--- src/rtl/race_config.svh ---
`ifndef RACE_CONFIG_SVH
`define RACE_CONFIG_SVH

// Half-width of the tap window, window is 2L+1 taps
`define RACE_L 7

// Leak of the lag-correlation estimate
`define RACE_ALPHA_SHIFT 4

// Averaged correlation to edge weight
`define RACE_BETA_SHIFT 4

// Tap correlated against tap 0, legal range 1 to 2L
`define RACE_CORR_LAG 1

// AGC magnitude window on |I| + |Q|
`define RACE_AGC_LOW 4096
`define RACE_AGC_HIGH 24576
`define RACE_AGC_STEP 64

// Gain limits in Q3.12
`define RACE_GAIN_MIN 1024
`define RACE_GAIN_MAX 16383

`endif

--- src/rtl/race_data_pkg.sv ---
package race_data_pkg;

  // Input and output samples, Q1.15
  typedef logic signed [15:0] sample_t;

  // Branch result before gain, Q2.15
  typedef logic signed [16:0] mac_t;

  // MAC accumulator, wide enough for 2L+1 full-scale products
  typedef logic signed [39:0] acc_t;

  // Tap weights and correlation estimates, Q1.15
  typedef logic signed [15:0] coeff_t;

  // AGC gain, unsigned Q3.12
  typedef logic [14:0] gain_t;

  // Index into the tap window
  typedef logic [3:0] tap_sel_t;

endpackage

--- src/rtl/race_coeff.sv ---
`timescale 1ns/1ps
`include "race_config.svh"

module race_coeff (
  input  logic                  clk,
  input  logic                  nrst,
  input  logic                  coeff_load,
  input  race_data_pkg::coeff_t rxx_real,
  input  race_data_pkg::coeff_t rxx_imag,
  output race_data_pkg::coeff_t w_edge,
  output race_data_pkg::coeff_t w_centre
);
  import race_data_pkg::*;

  logic signed [17:0] rxx_sum;
  coeff_t             avg;
  coeff_t             edge_raw;
  coeff_t             edge_next;
  logic signed [31:0] centre_next;

  always_comb begin
    rxx_sum   = rxx_real + rxx_imag + 18'sd1;  // Round half up
    avg       = rxx_sum[16:1];
    edge_raw  = avg >>> `RACE_BETA_SHIFT;
    edge_next = edge_raw[15] ? '0 : edge_raw;  // No negative edge taps

    // Keep the sum of all 2L+1 weights at unity
    centre_next = 32'sd32767 - (2 * `RACE_L) * edge_next;
  end

  always_ff @(posedge clk or negedge nrst) begin
    if (!nrst) begin
      w_edge   <= '0;
      w_centre <= 16'sd32767;  // Pass-through until first update
    end else if (coeff_load) begin
      w_edge   <= edge_next;
      w_centre <= coeff_t'(centre_next);
    end
  end

endmodule

--- config.mk ---
export PLATFORM = sky130hd
export DESIGN_NAME = race_coeff
export DESIGN_NICKNAME = d
export VERILOG_FILES = /design/src/rtl/race_data_pkg.sv /design/src/rtl/race_coeff.sv
export VERILOG_INCLUDE_DIRS = /design/src /design/src/rtl
export SDC_FILE = /design/constraint.sdc
export NUM_CORES = 1
export LEC_CHECK = 0
export ABC_CLOCK_PERIOD_IN_PS = 1100
export BUFFER_PORTS_ARGS = -buffer_cell sky130_fd_sc_hd__buf_2
export CAP_MARGIN = 20
export CELL_PAD_IN_SITES_DETAIL_PLACEMENT = 0
export CELL_PAD_IN_SITES_GLOBAL_PLACEMENT = 2
export CORE_MARGIN = 2
export CORE_UTILIZATION = 32
export DETAILED_ROUTE_END_ITERATION = 16
export GPL_ROUTABILITY_DRIVEN = 1
export HOLD_SLACK_MARGIN = 0.03
export MAX_ROUTING_LAYER = met4
export PLACE_DENSITY_LB_ADDON = 0.25
export SYNTH_ARGS = -nofsm -noshare
export SYNTH_HDL_FRONTEND = slang
export SYNTH_SLANG_ARGS = --single-unit
--- constraint.sdc ---
create_clock -name clk -period 1.1 [get_ports clk]
set_clock_uncertainty 0.15 [all_clocks]
set_input_delay 0.22 -clock clk [delete_from_list [all_inputs] [get_ports clk]]
set_output_delay 0.22 -clock clk [all_outputs]
set_load 0.02 [all_outputs]
==> Word level (Yosys, flattened, before mapping) <==
Index checks and enable logic that the tools add are counted.
W data, S select, Z words.
{ "totals": {"ff_bits": 32, "out_inout_bits": 32} }
{ "classes": {"muxes": 1, "mul": 1, "add_sub_neg": 3} }
{ "op_table": {"columns": ["cell", "n"], "rows": [
  ["$add A16 B16 Y17", 1],
  ["$add A17 B2 Y17 const B", 1],
  ["$sub A15 B15 Y16 const A", 1],
  ["$mul A3 B11 Y14 const A", 1],
  ["$mux W11", 1]
]} }

==> Depth between registers and ports, before layout <==
Gate-level depths: netlist (run 1).
{ "depth": {"depth_word": 5, "ltp_mapped": 20, "mapped_depth_nobuf": 19} }

==> Worst setup path before layout (run 1) <==
No wires, ideal clock.
{ "synth_path": {"path_type": "in2reg", "start": "in rxx_real[8]", "end": "reg w_centre[13]", "slack_ns": -2.771, "path_stages": 17, "setup_ns": 0.077, "arrival_time_ns": 3.644, "path_cell_list": "ha_1 buf_6 nand4_1 a211oi_2 nor3_2 a21oi_4 a31oi_1 xor2_1 or2_1 fa_1 inv_1 ha_1 a211oi_1 a21o_1 a21oi_1 or3_1 a31oi_1"} }
{ "synth_between": {"elab_chain_len": 5} }
{ "synth_lines": {"columns": ["item", "line", "text"], "rows": [
  ["from (decl)", "race_coeff.sv:8", "input race_data_pkg::coeff_t rxx_real,"],
  ["$add A16 B16 Y17", "race_coeff.sv:22", "rxx_sum = rxx_real + rxx_imag + 18'sd1;"],
  ["$add A17 B2 Y17", "race_coeff.sv:22", null],
  ["$mux W11", "race_coeff.sv:25", "edge_next = edge_raw[15] ? '0 : edge_raw;"],
  ["$mul A3 B11 Y14", "race_coeff.sv:28", "centre_next = 32'sd32767 - (2 * `RACE_L) * edge_next;"],
  ["$sub A15 B15 Y16", "race_coeff.sv:28", null],
  ["to (signal assigned)", "race_coeff.sv:37", "w_centre <= coeff_t'(centre_next);"],
  ["to (decl)", "race_coeff.sv:11", "output race_data_pkg::coeff_t w_centre"]
]} }
No other way between the ends.
A chain may end at the register's enable or synchronous reset.

==> Worst setup path after layout (run 1) <==
{ "layout_path": {"start": "in rxx_imag[5]", "end": "reg w_centre[13]"} }
{ "layout_between": {"elab_chain_len": 5} }
{ "layout_lines": {"columns": ["item", "line", "text"], "rows": [
  ["from (decl)", "race_coeff.sv:9", "input race_data_pkg::coeff_t rxx_imag,"],
  ["$add A16 B16 Y17", "race_coeff.sv:22", null],
  ["$add A17 B2 Y17", "race_coeff.sv:22", null],
  ["$mux W11", "race_coeff.sv:25", null],
  ["$mul A3 B11 Y14", "race_coeff.sv:28", null],
  ["$sub A15 B15 Y16", "race_coeff.sv:28", null]
]} }
No other way between the ends.

==> impl_metrics.py, run 1 <==
metrics = {
    "floorplan": {
        "die_width_um": 95.1,
        "ios": 67,
        "initial_cell_density_of_the_core_pct": 32.6,
        "die_area_mm2": 0.00904,
        "rows": 33,
        "die_height_um": 95.1,
        "core_mm2": 0.00813,
    },
    "routing": {
        "met1Wirelength_um": 3240,
        "detail_route.iter0.violations": 34,
        "met3_wirelength_um": 198,
        "detail_route.first_pass.iterations": 4,
        "avgRoutedWirePerCell_um": 12.8,
        "drt-vias-per-instance": 4.77,
        "routed-via-count": 2700,
        "detail_route.drc_violations": 0,
        "dr.max_layer_used": "met4",
        "routed_wl_um": 7230,
        "dr_wl_met2_um": 3790,
        "drtAntennaViolNets": 0,
    },
    "power": {
        "power.leakage_nw": 2.20,
        "power.net_switching_mw": 3.44,
        "internal_power_mw": 5.28,
        "share_comb_of_total_power_pct": 74.7,
        "power.share.clock_pct": 6.3,
        "power.density_mw_per_mm2": 1830,
        "power.sequential.fraction_pct": 18.9,
        "vdd_ir_drop_max_mv": 1.08,
        "design_power_total_mw": 8.72,
        "switching_share_pct": 39.5,
    },
    "clock_tree": {
        "clock_sinks": 25,
        "cts_tree": "built",
        "numCtsBuffers": 3,
        "clock_latency_ns": 0.27,
        "clock_tree.htree_level_count": 1,
        "clockBufferDepth": 2,
        "clk_root_buffer_cell": "sky130_fd_sc_hd__clkbuf_8",
        "clock_edge_transition_at_the_registers_on_the_reported_setup_and_hold_paths_ns": 0.09,
    },
    "synth": {
        "synthesis.instances": 303,
        "synth-async-reset-ratio_pct": 100,
        "yosys_most_used_dff": "sky130_fd_sc_hd__dfstp_2",
        "syn_area_per_cell_um2": 8.76,
        "ys_seq_elements": 25,
        "ys_seq_area_share_pct": 24.2,
        "ys_types": 55,
        "netlist_area_mm2": 0.00265,
        "synth_enable_flop_cells": 0,
        "ys_warn_count": 0,
    },
    "worst_setup_path": {
        "data_arrival_time_at_the_worst_slack_endpoint_ns": 3.61,
        "worstPathRequired_ns": 1.15,
        "reg2reg_depth": 3,
        "regToRegStartpoint": "w_centre[10]",
        "critical_path.endpoint_type": "register",
        "crit_start": "rxx_imag[5]",
        "critical_path_fanout_max": 4,
        "critical_path.startpoint_type": "input pin",
        "worstSetupPathType": "in2reg",
    },
    "sta": {
        "timing.setup.tns_ns": -39.42,
        "final.hold.worst_slack_ns": 0.150,
        "finalMaxSlewViolations": 0,
        "timing.final.ws_setup_ns": -2.46,
        "max_freq_ghz": 0.281,
        "unrepaired_setup_endpoints_after_global_routing": "true",
        "setup_viol": 50,
        "final_hold_fails": 0,
        "shortest_clock_period_the_worst_path_allows_after_layout_ns": 3.56,
        "timing.final.crit_share_pct": 324,
    },
    "place": {
        "detailed_place_hpwl_um": 5360,
        "dpl_worst_slack_ns": -2.83,
        "placed_cells": 538,
        "postPlaceCellArea_mm2": 0.00389,
        "gp_routability_congestion": 0.796,
        "port-buffer-count": 59,
    },
    "run": {
        "maxCapViolCount": 0,
    },
    "global_route": {
        "first_global_vias": 2753,
        "gr-total-overflow": 0,
        "grt_util_all_layers_pct": 16.7,
        "grt_max_degree": 26,
        "grt_antenna_before_repair": 0,
        "global_route_wire_length_before_repair_um": 12000,
    },
    "final_layout": {
        "drive_above_1_share_pct": 59.9,
        "net_total_in_the_final_layout": 535,
        "layout.cell_area.non_filler_mm2": 0.00476,
        "instances_no_fill": 566,
        "layout.cells.most_common_list": "sky130_fd_sc_hd__buf_4, sky130_fd_sc_hd__buf_6, sky130_fd_sc_hd__nor2_1",
        "antennaDiodeCount": 0,
        "layout_stage_area_growth_over_the_synthesis_result_pct": 79.2,
        "layout.cells.most_common": "sky130_fd_sc_hd__buf_4",
        "layout.core_utilization_pct": 58.5,
    },
    "min_path": {
        "worst_hold_startpoint": "coeff_load",
        "min_path_type": "in2reg",
        "holdPathStages": 3,
    },
    "run_status": {
        "violations": "setup timing",
        "outcome": "complete, but fails checks",
    },
}
-- worst max-delay path, cell delays in order --
cell	delay, ns
sky130_fd_sc_hd__buf_6	0.09
sky130_fd_sc_hd__ha_4	0.28
sky130_fd_sc_hd__nand4_1	0.18
sky130_fd_sc_hd__a211oi_4	0.35
sky130_fd_sc_hd__nor3_4	0.09
sky130_fd_sc_hd__a21oi_4	0.18
sky130_fd_sc_hd__a31oi_1	0.12
sky130_fd_sc_hd__xor2_1	0.19
sky130_fd_sc_hd__or2_1	0.25
sky130_fd_sc_hd__fa_1	0.51
sky130_fd_sc_hd__inv_2	0.05
sky130_fd_sc_hd__ha_4	0.23
sky130_fd_sc_hd__a211oi_2	0.18
sky130_fd_sc_hd__a21o_1	0.17
sky130_fd_sc_hd__a21oi_1	0.08
sky130_fd_sc_hd__or3_1	0.31
sky130_fd_sc_hd__a31oi_1	0.14
-- worst paths after layout --
kind | to | slack [ns]
min | w_centre[2] | 0.15
max in group asynchronous | w_centre[2] | 0.30
min in group asynchronous | w_edge[8] | 0.26
max reg2reg | w_centre[10] | 0.06
max | w_centre[13] | -2.46
min reg2reg | w_centre[3] | 0.34
-- power groups by stage --
stage | Sequential, mW | Clock (mW) | Combinational [mW]
final | 1.65 | 0.552 | 6.52
after detailed placement | 1.59 | 0 | 5.10
after global routing | 1.69 | 0.608 | 7.21
after global placement | 1.58 | 0 | 5.07
after floorplan | 2.01 | 0 | 2.86
after CTS | 1.66 | 0.581 | 6.04
-- layout make-up --
type,count,area (µm²)
flip-flops and latches,25,643
clock buffers,4,45.0
fillers,749,3380
well taps,105,131
repair buffers,165,1390
inverters,21,78.8
multi-input cells,246,2470
-- state kept, by name, summed over array words and instances, names as in the netlist --
signal,cells
w_centre,14
w_edge,11
-- synth_stat cells, drive strengths merged, types with 4 or more instances --
cell     n  share of area (%)
o22ai    6                1.4
a21o    13                3.7
fa       4                3.0
a21oi   25                5.3
mux2     8                3.4
nand2b   4               0.94
nor3     5                1.3
xor2     6                2.0
nor2    34                4.9
clkbuf   5                1.1
ha      34                 16
buf     11                3.3
dfrtp   11                 10
nor2b    5                1.2
nand3    5               0.94
xnor2   15                5.5
inv     21                3.0
a31oi    5                1.2
dfstp   14                 14
o21ai   16                3.0
nand2   17                2.4
o21a     4                1.1
-- layer usage --
metal  GRT usage (%)  vias up
li1                -     1366
met1            20.6     1290
met2            30.0       42
met3            2.29        2
met4            1.69        0
met5               -        -
-- logic make-up (layout without fill, tap and decap cells) --
group                    Yosys count  count (layout)  share of synthesized area, %
AO/OA/AOI/OAI                     87              87                          22.6
XOR/XNOR                          21              21                          7.50
AND/OR/NAND/NOR                   84              84                          15.2
flip-flops                        25              25                          24.2
adder cells (fa/ha/maj)           38              38                          19.0
multiplexers                       9               9                          3.77
other                              2               7                         0.283
buffers and inverters             37             190                          7.31
-- what timing repair did --
| action | CTS | global route |
|---|---|---|
| endpoints found under the setup margin | 50 | 50 |
| pin swaps | 22 | 33 |
| setup buffers | 15 | 17 |
| cloned | 0 | 1 |
| gates resized for setup | 88 | 52 |
| hold endpoints to repair | 25 | 0 |
| hold buffers | 1 | 0 |
Power figures use the tool's default switching activity.
==> run 2, diff against run 1 <==
--- a/config.mk
+++ b/config.mk
@@ -12,7 +12,8 @@
 export CELL_PAD_IN_SITES_DETAIL_PLACEMENT = 0
 export CELL_PAD_IN_SITES_GLOBAL_PLACEMENT = 2
 export CORE_MARGIN = 2
-export CORE_UTILIZATION = 32
+export CORE_UTILIZATION = 33
+export CTS_BUF_LIST = sky130_fd_sc_hd__clkbuf_8
 export DETAILED_ROUTE_END_ITERATION = 16
 export GPL_ROUTABILITY_DRIVEN = 1
 export HOLD_SLACK_MARGIN = 0.03
==> impl_metrics.py, run 2 (synthesis results as in run 1) <==
metrics = {
    "final_layout": {
        "instances_no_fill": 579,
        "drive_above_1_share_pct": 63.9,
        "layout.cells.most_common": "sky130_fd_sc_hd__buf_4",
        "net_total_in_the_final_layout": 551,
        "layout_stage_area_growth_over_the_synthesis_result_pct": 89.6,
        "antennaDiodeCount": 0,
        "layout_top_registers": "w_centre (14), w_edge (11)",
        "fill_cell_total_of_the_finished_layout": 663,
        "multi_input_area_mm2": 0.00255,
        "registers.top_by_ff_count": "w_centre",
        "largest_reg_flops": 14,
        "seqCellArea_um2": 643,
        "layout.cells.most_common_list": "sky130_fd_sc_hd__buf_4, sky130_fd_sc_hd__buf_6, sky130_fd_sc_hd__nor2_1",
    },
    "clock_tree": {
        "clock_latency_ns": 0.27,
        "cts_tree": "built",
        "clock_sinks": 25,
        "clk_root_buffer_cell": "sky130_fd_sc_hd__clkbuf_8",
        "numCtsBuffers": 3,
        "clockBufferDepth": 2,
        "clock_edge_transition_at_the_registers_on_the_reported_setup_and_hold_paths_ns": 0.09,
        "clock_tree.htree_level_count": 1,
    },
    "routing": {
        "detail_route.first_pass.iterations": 4,
        "routed-via-count": 2786,
        "avgRoutedWirePerCell_um": 13.0,
        "drtAntennaViolNets": 0,
        "detail_route.drc_violations": 0,
        "detail_route.iter0.violations": 54,
        "drt-vias-per-instance": 4.81,
        "routed_wl_um": 7520,
    },
    "sta": {
        "timing.setup.tns_ns": -39.42,
        "unrepaired_setup_endpoints_after_global_routing": "true",
        "timing.final.ws_setup_ns": -2.42,
        "shortest_clock_period_the_worst_path_allows_after_layout_ns": 3.52,
        "setup_viol": 50,
        "final_hold_fails": 0,
        "final.hold.worst_slack_ns": 0.171,
        "finalMaxSlewViolations": 0,
        "max_freq_ghz": 0.284,
        "timing.final.crit_share_pct": 320,
    },
    "global_route": {
        "grt_max_degree": 26,
        "grt_antenna_before_repair": 0,
        "gr-total-overflow": 0,
        "grt_util_all_layers_pct": 17.5,
        "global_route_wire_length_before_repair_um": 12200,
        "first_global_vias": 2867,
    },
    "worst_setup_path": {
        "critical_path.endpoint_type": "register",
        "data_arrival_time_at_the_worst_slack_endpoint_ns": 3.57,
        "critical_path.cell_chain": "buf_6, ha_4, o211ai_4, a21oi_4, nor2_4, o21ba_4, xnor2_4, buf_6, and2b_2, ha_4, ha_4, inv_2, fa_2, nor2b_1, o21a_1, o21ai_2, a21o_1, buf_4, buf_6, nand2b_4, xor2_1, a21oi_1",
        "critical_path_fanout_max": 3,
        "critical_path_top_delay_cell": "sky130_fd_sc_hd__fa_2",
        "worstPathRequired_ns": 1.16,
        "crit_family": "adder cells",
        "worstPathBufferInverterCount": 5,
        "critical_path.startpoint_type": "input pin",
        "slowest_stage_delay_on_critical_path_ns": 0.39,
        "worstSetupPathType": "in2reg",
    },
    "place": {
        "detailed_place_hpwl_um": 5340,
        "gp_routability_congestion": 0.831,
        "port-buffer-count": 59,
        "placed_cells": 531,
    },
    "floorplan": {
        "core_mm2": 0.00777,
        "ios": 67,
        "die_width_um": 93.7,
        "die_height_um": 93.7,
        "initial_cell_density_of_the_core_pct": 34.2,
        "rows": 32,
        "die_area_mm2": 0.00878,
    },
    "run_status": {
        "violations": "setup timing",
        "outcome": "complete, but fails checks",
    },
    "min_path": {
        "min_path_type": "in2reg",
    },
    "power": {
        "vdd_ir_drop_max_mv": 1.24,
        "power.leakage_nw": 2.34,
        "power.density_mw_per_mm2": 1880,
    },
    "run": {
        "maxCapViolCount": 0,
    },
}
[run 2: changes by cell type in the layout (fill, tap and decap cells not counted), moves of 3 or more]
cell,previous run,this run
sky130_fd_sc_hd__mux2_2,5,1
sky130_fd_sc_hd__buf_4,88,92
sky130_fd_sc_hd__mux2_4,3,7
sky130_fd_sc_hd__a21oi_1,12,8
sky130_fd_sc_hd__a21oi_2,7,12
sky130_fd_sc_hd__buf_2,26,23
sky130_fd_sc_hd__buf_6,47,61
[run 2: area by class of cell]
cell class	instances	share of cell area, %
Tap cell	102	2.54
Clock buffer	3	0.820
Inverter	21	1.57
Clock inverter	1	0.0746
Timing Repair Buffer	181	31.5
Sequential cell	25	12.8
Multi-Input combinational cell	246	50.8
[run 2: final timing paths]
check | startpoint | endpoint | slack, ns | depth (start not counted)
worst max-delay path | rxx_imag[2] | w_centre[11] | -2.42 | 22
worst min-delay path | coeff_load | w_centre[9] | 0.17 | 3
worst max register to register | w_edge[4] | w_edge[4] | 0.04 | 2
worst min register to register | w_centre[3] | w_centre[3] | 0.33 | 2
max in group asynchronous | nrst | w_centre[9] | 0.29 | 3
min in group asynchronous | nrst | w_edge[8] | 0.28 | 3
[run 2: report_power, final]
part	internal [mW]	total, mW	switching (mW)
Clock	0.251	0.571	0.320
Sequential	1.42	1.65	0.229
Combinational	4.06	7.23	3.16
Total	5.73	9.45	3.71
[run 2: repair_timing]
item	in CTS	in global routing
hold endpoints to repair	25	0
gates resized for setup	104	72
pin swaps	37	56
buffers inserted	30	25
hold buffers	1	0
setup endpoints to repair	50	50
[run 2: metrics by stage]
stage | setup WS [ns] | util, % | instance area, µm² | power [mW]
finish | -2.42 | 64.8 | 5030 | 9.45
global route | -2.55 | 64.8 | 5030 | 10.2
floorplan | -2.55 | - | 2940 | 4.87
global placement | -2.81 | 49.8 | 3870 | 6.56
CTS | -2.37 | 58.4 | 4530 | 8.58
detailed placement | -2.84 | 49.8 | 3870 | 6.63
[run 2: tightest hold or removal path: cells and delay by family]
kind	cells	cell delay, ns
AOI/OAI and AO/OA	1	0.09
buffers and inverters	2	0.29
[run 2: layer usage]
metal | vias to the layer above | wire length, µm | GRT usage (%)
li1 | 1402 | - | -
met1 | 1328 | 3260 | 20.5
met2 | 48 | 3960 | 32.9
met3 | 8 | 215 | 2.17
met4 | 0 | 77 | 2.17
met5 | - | 0 | -
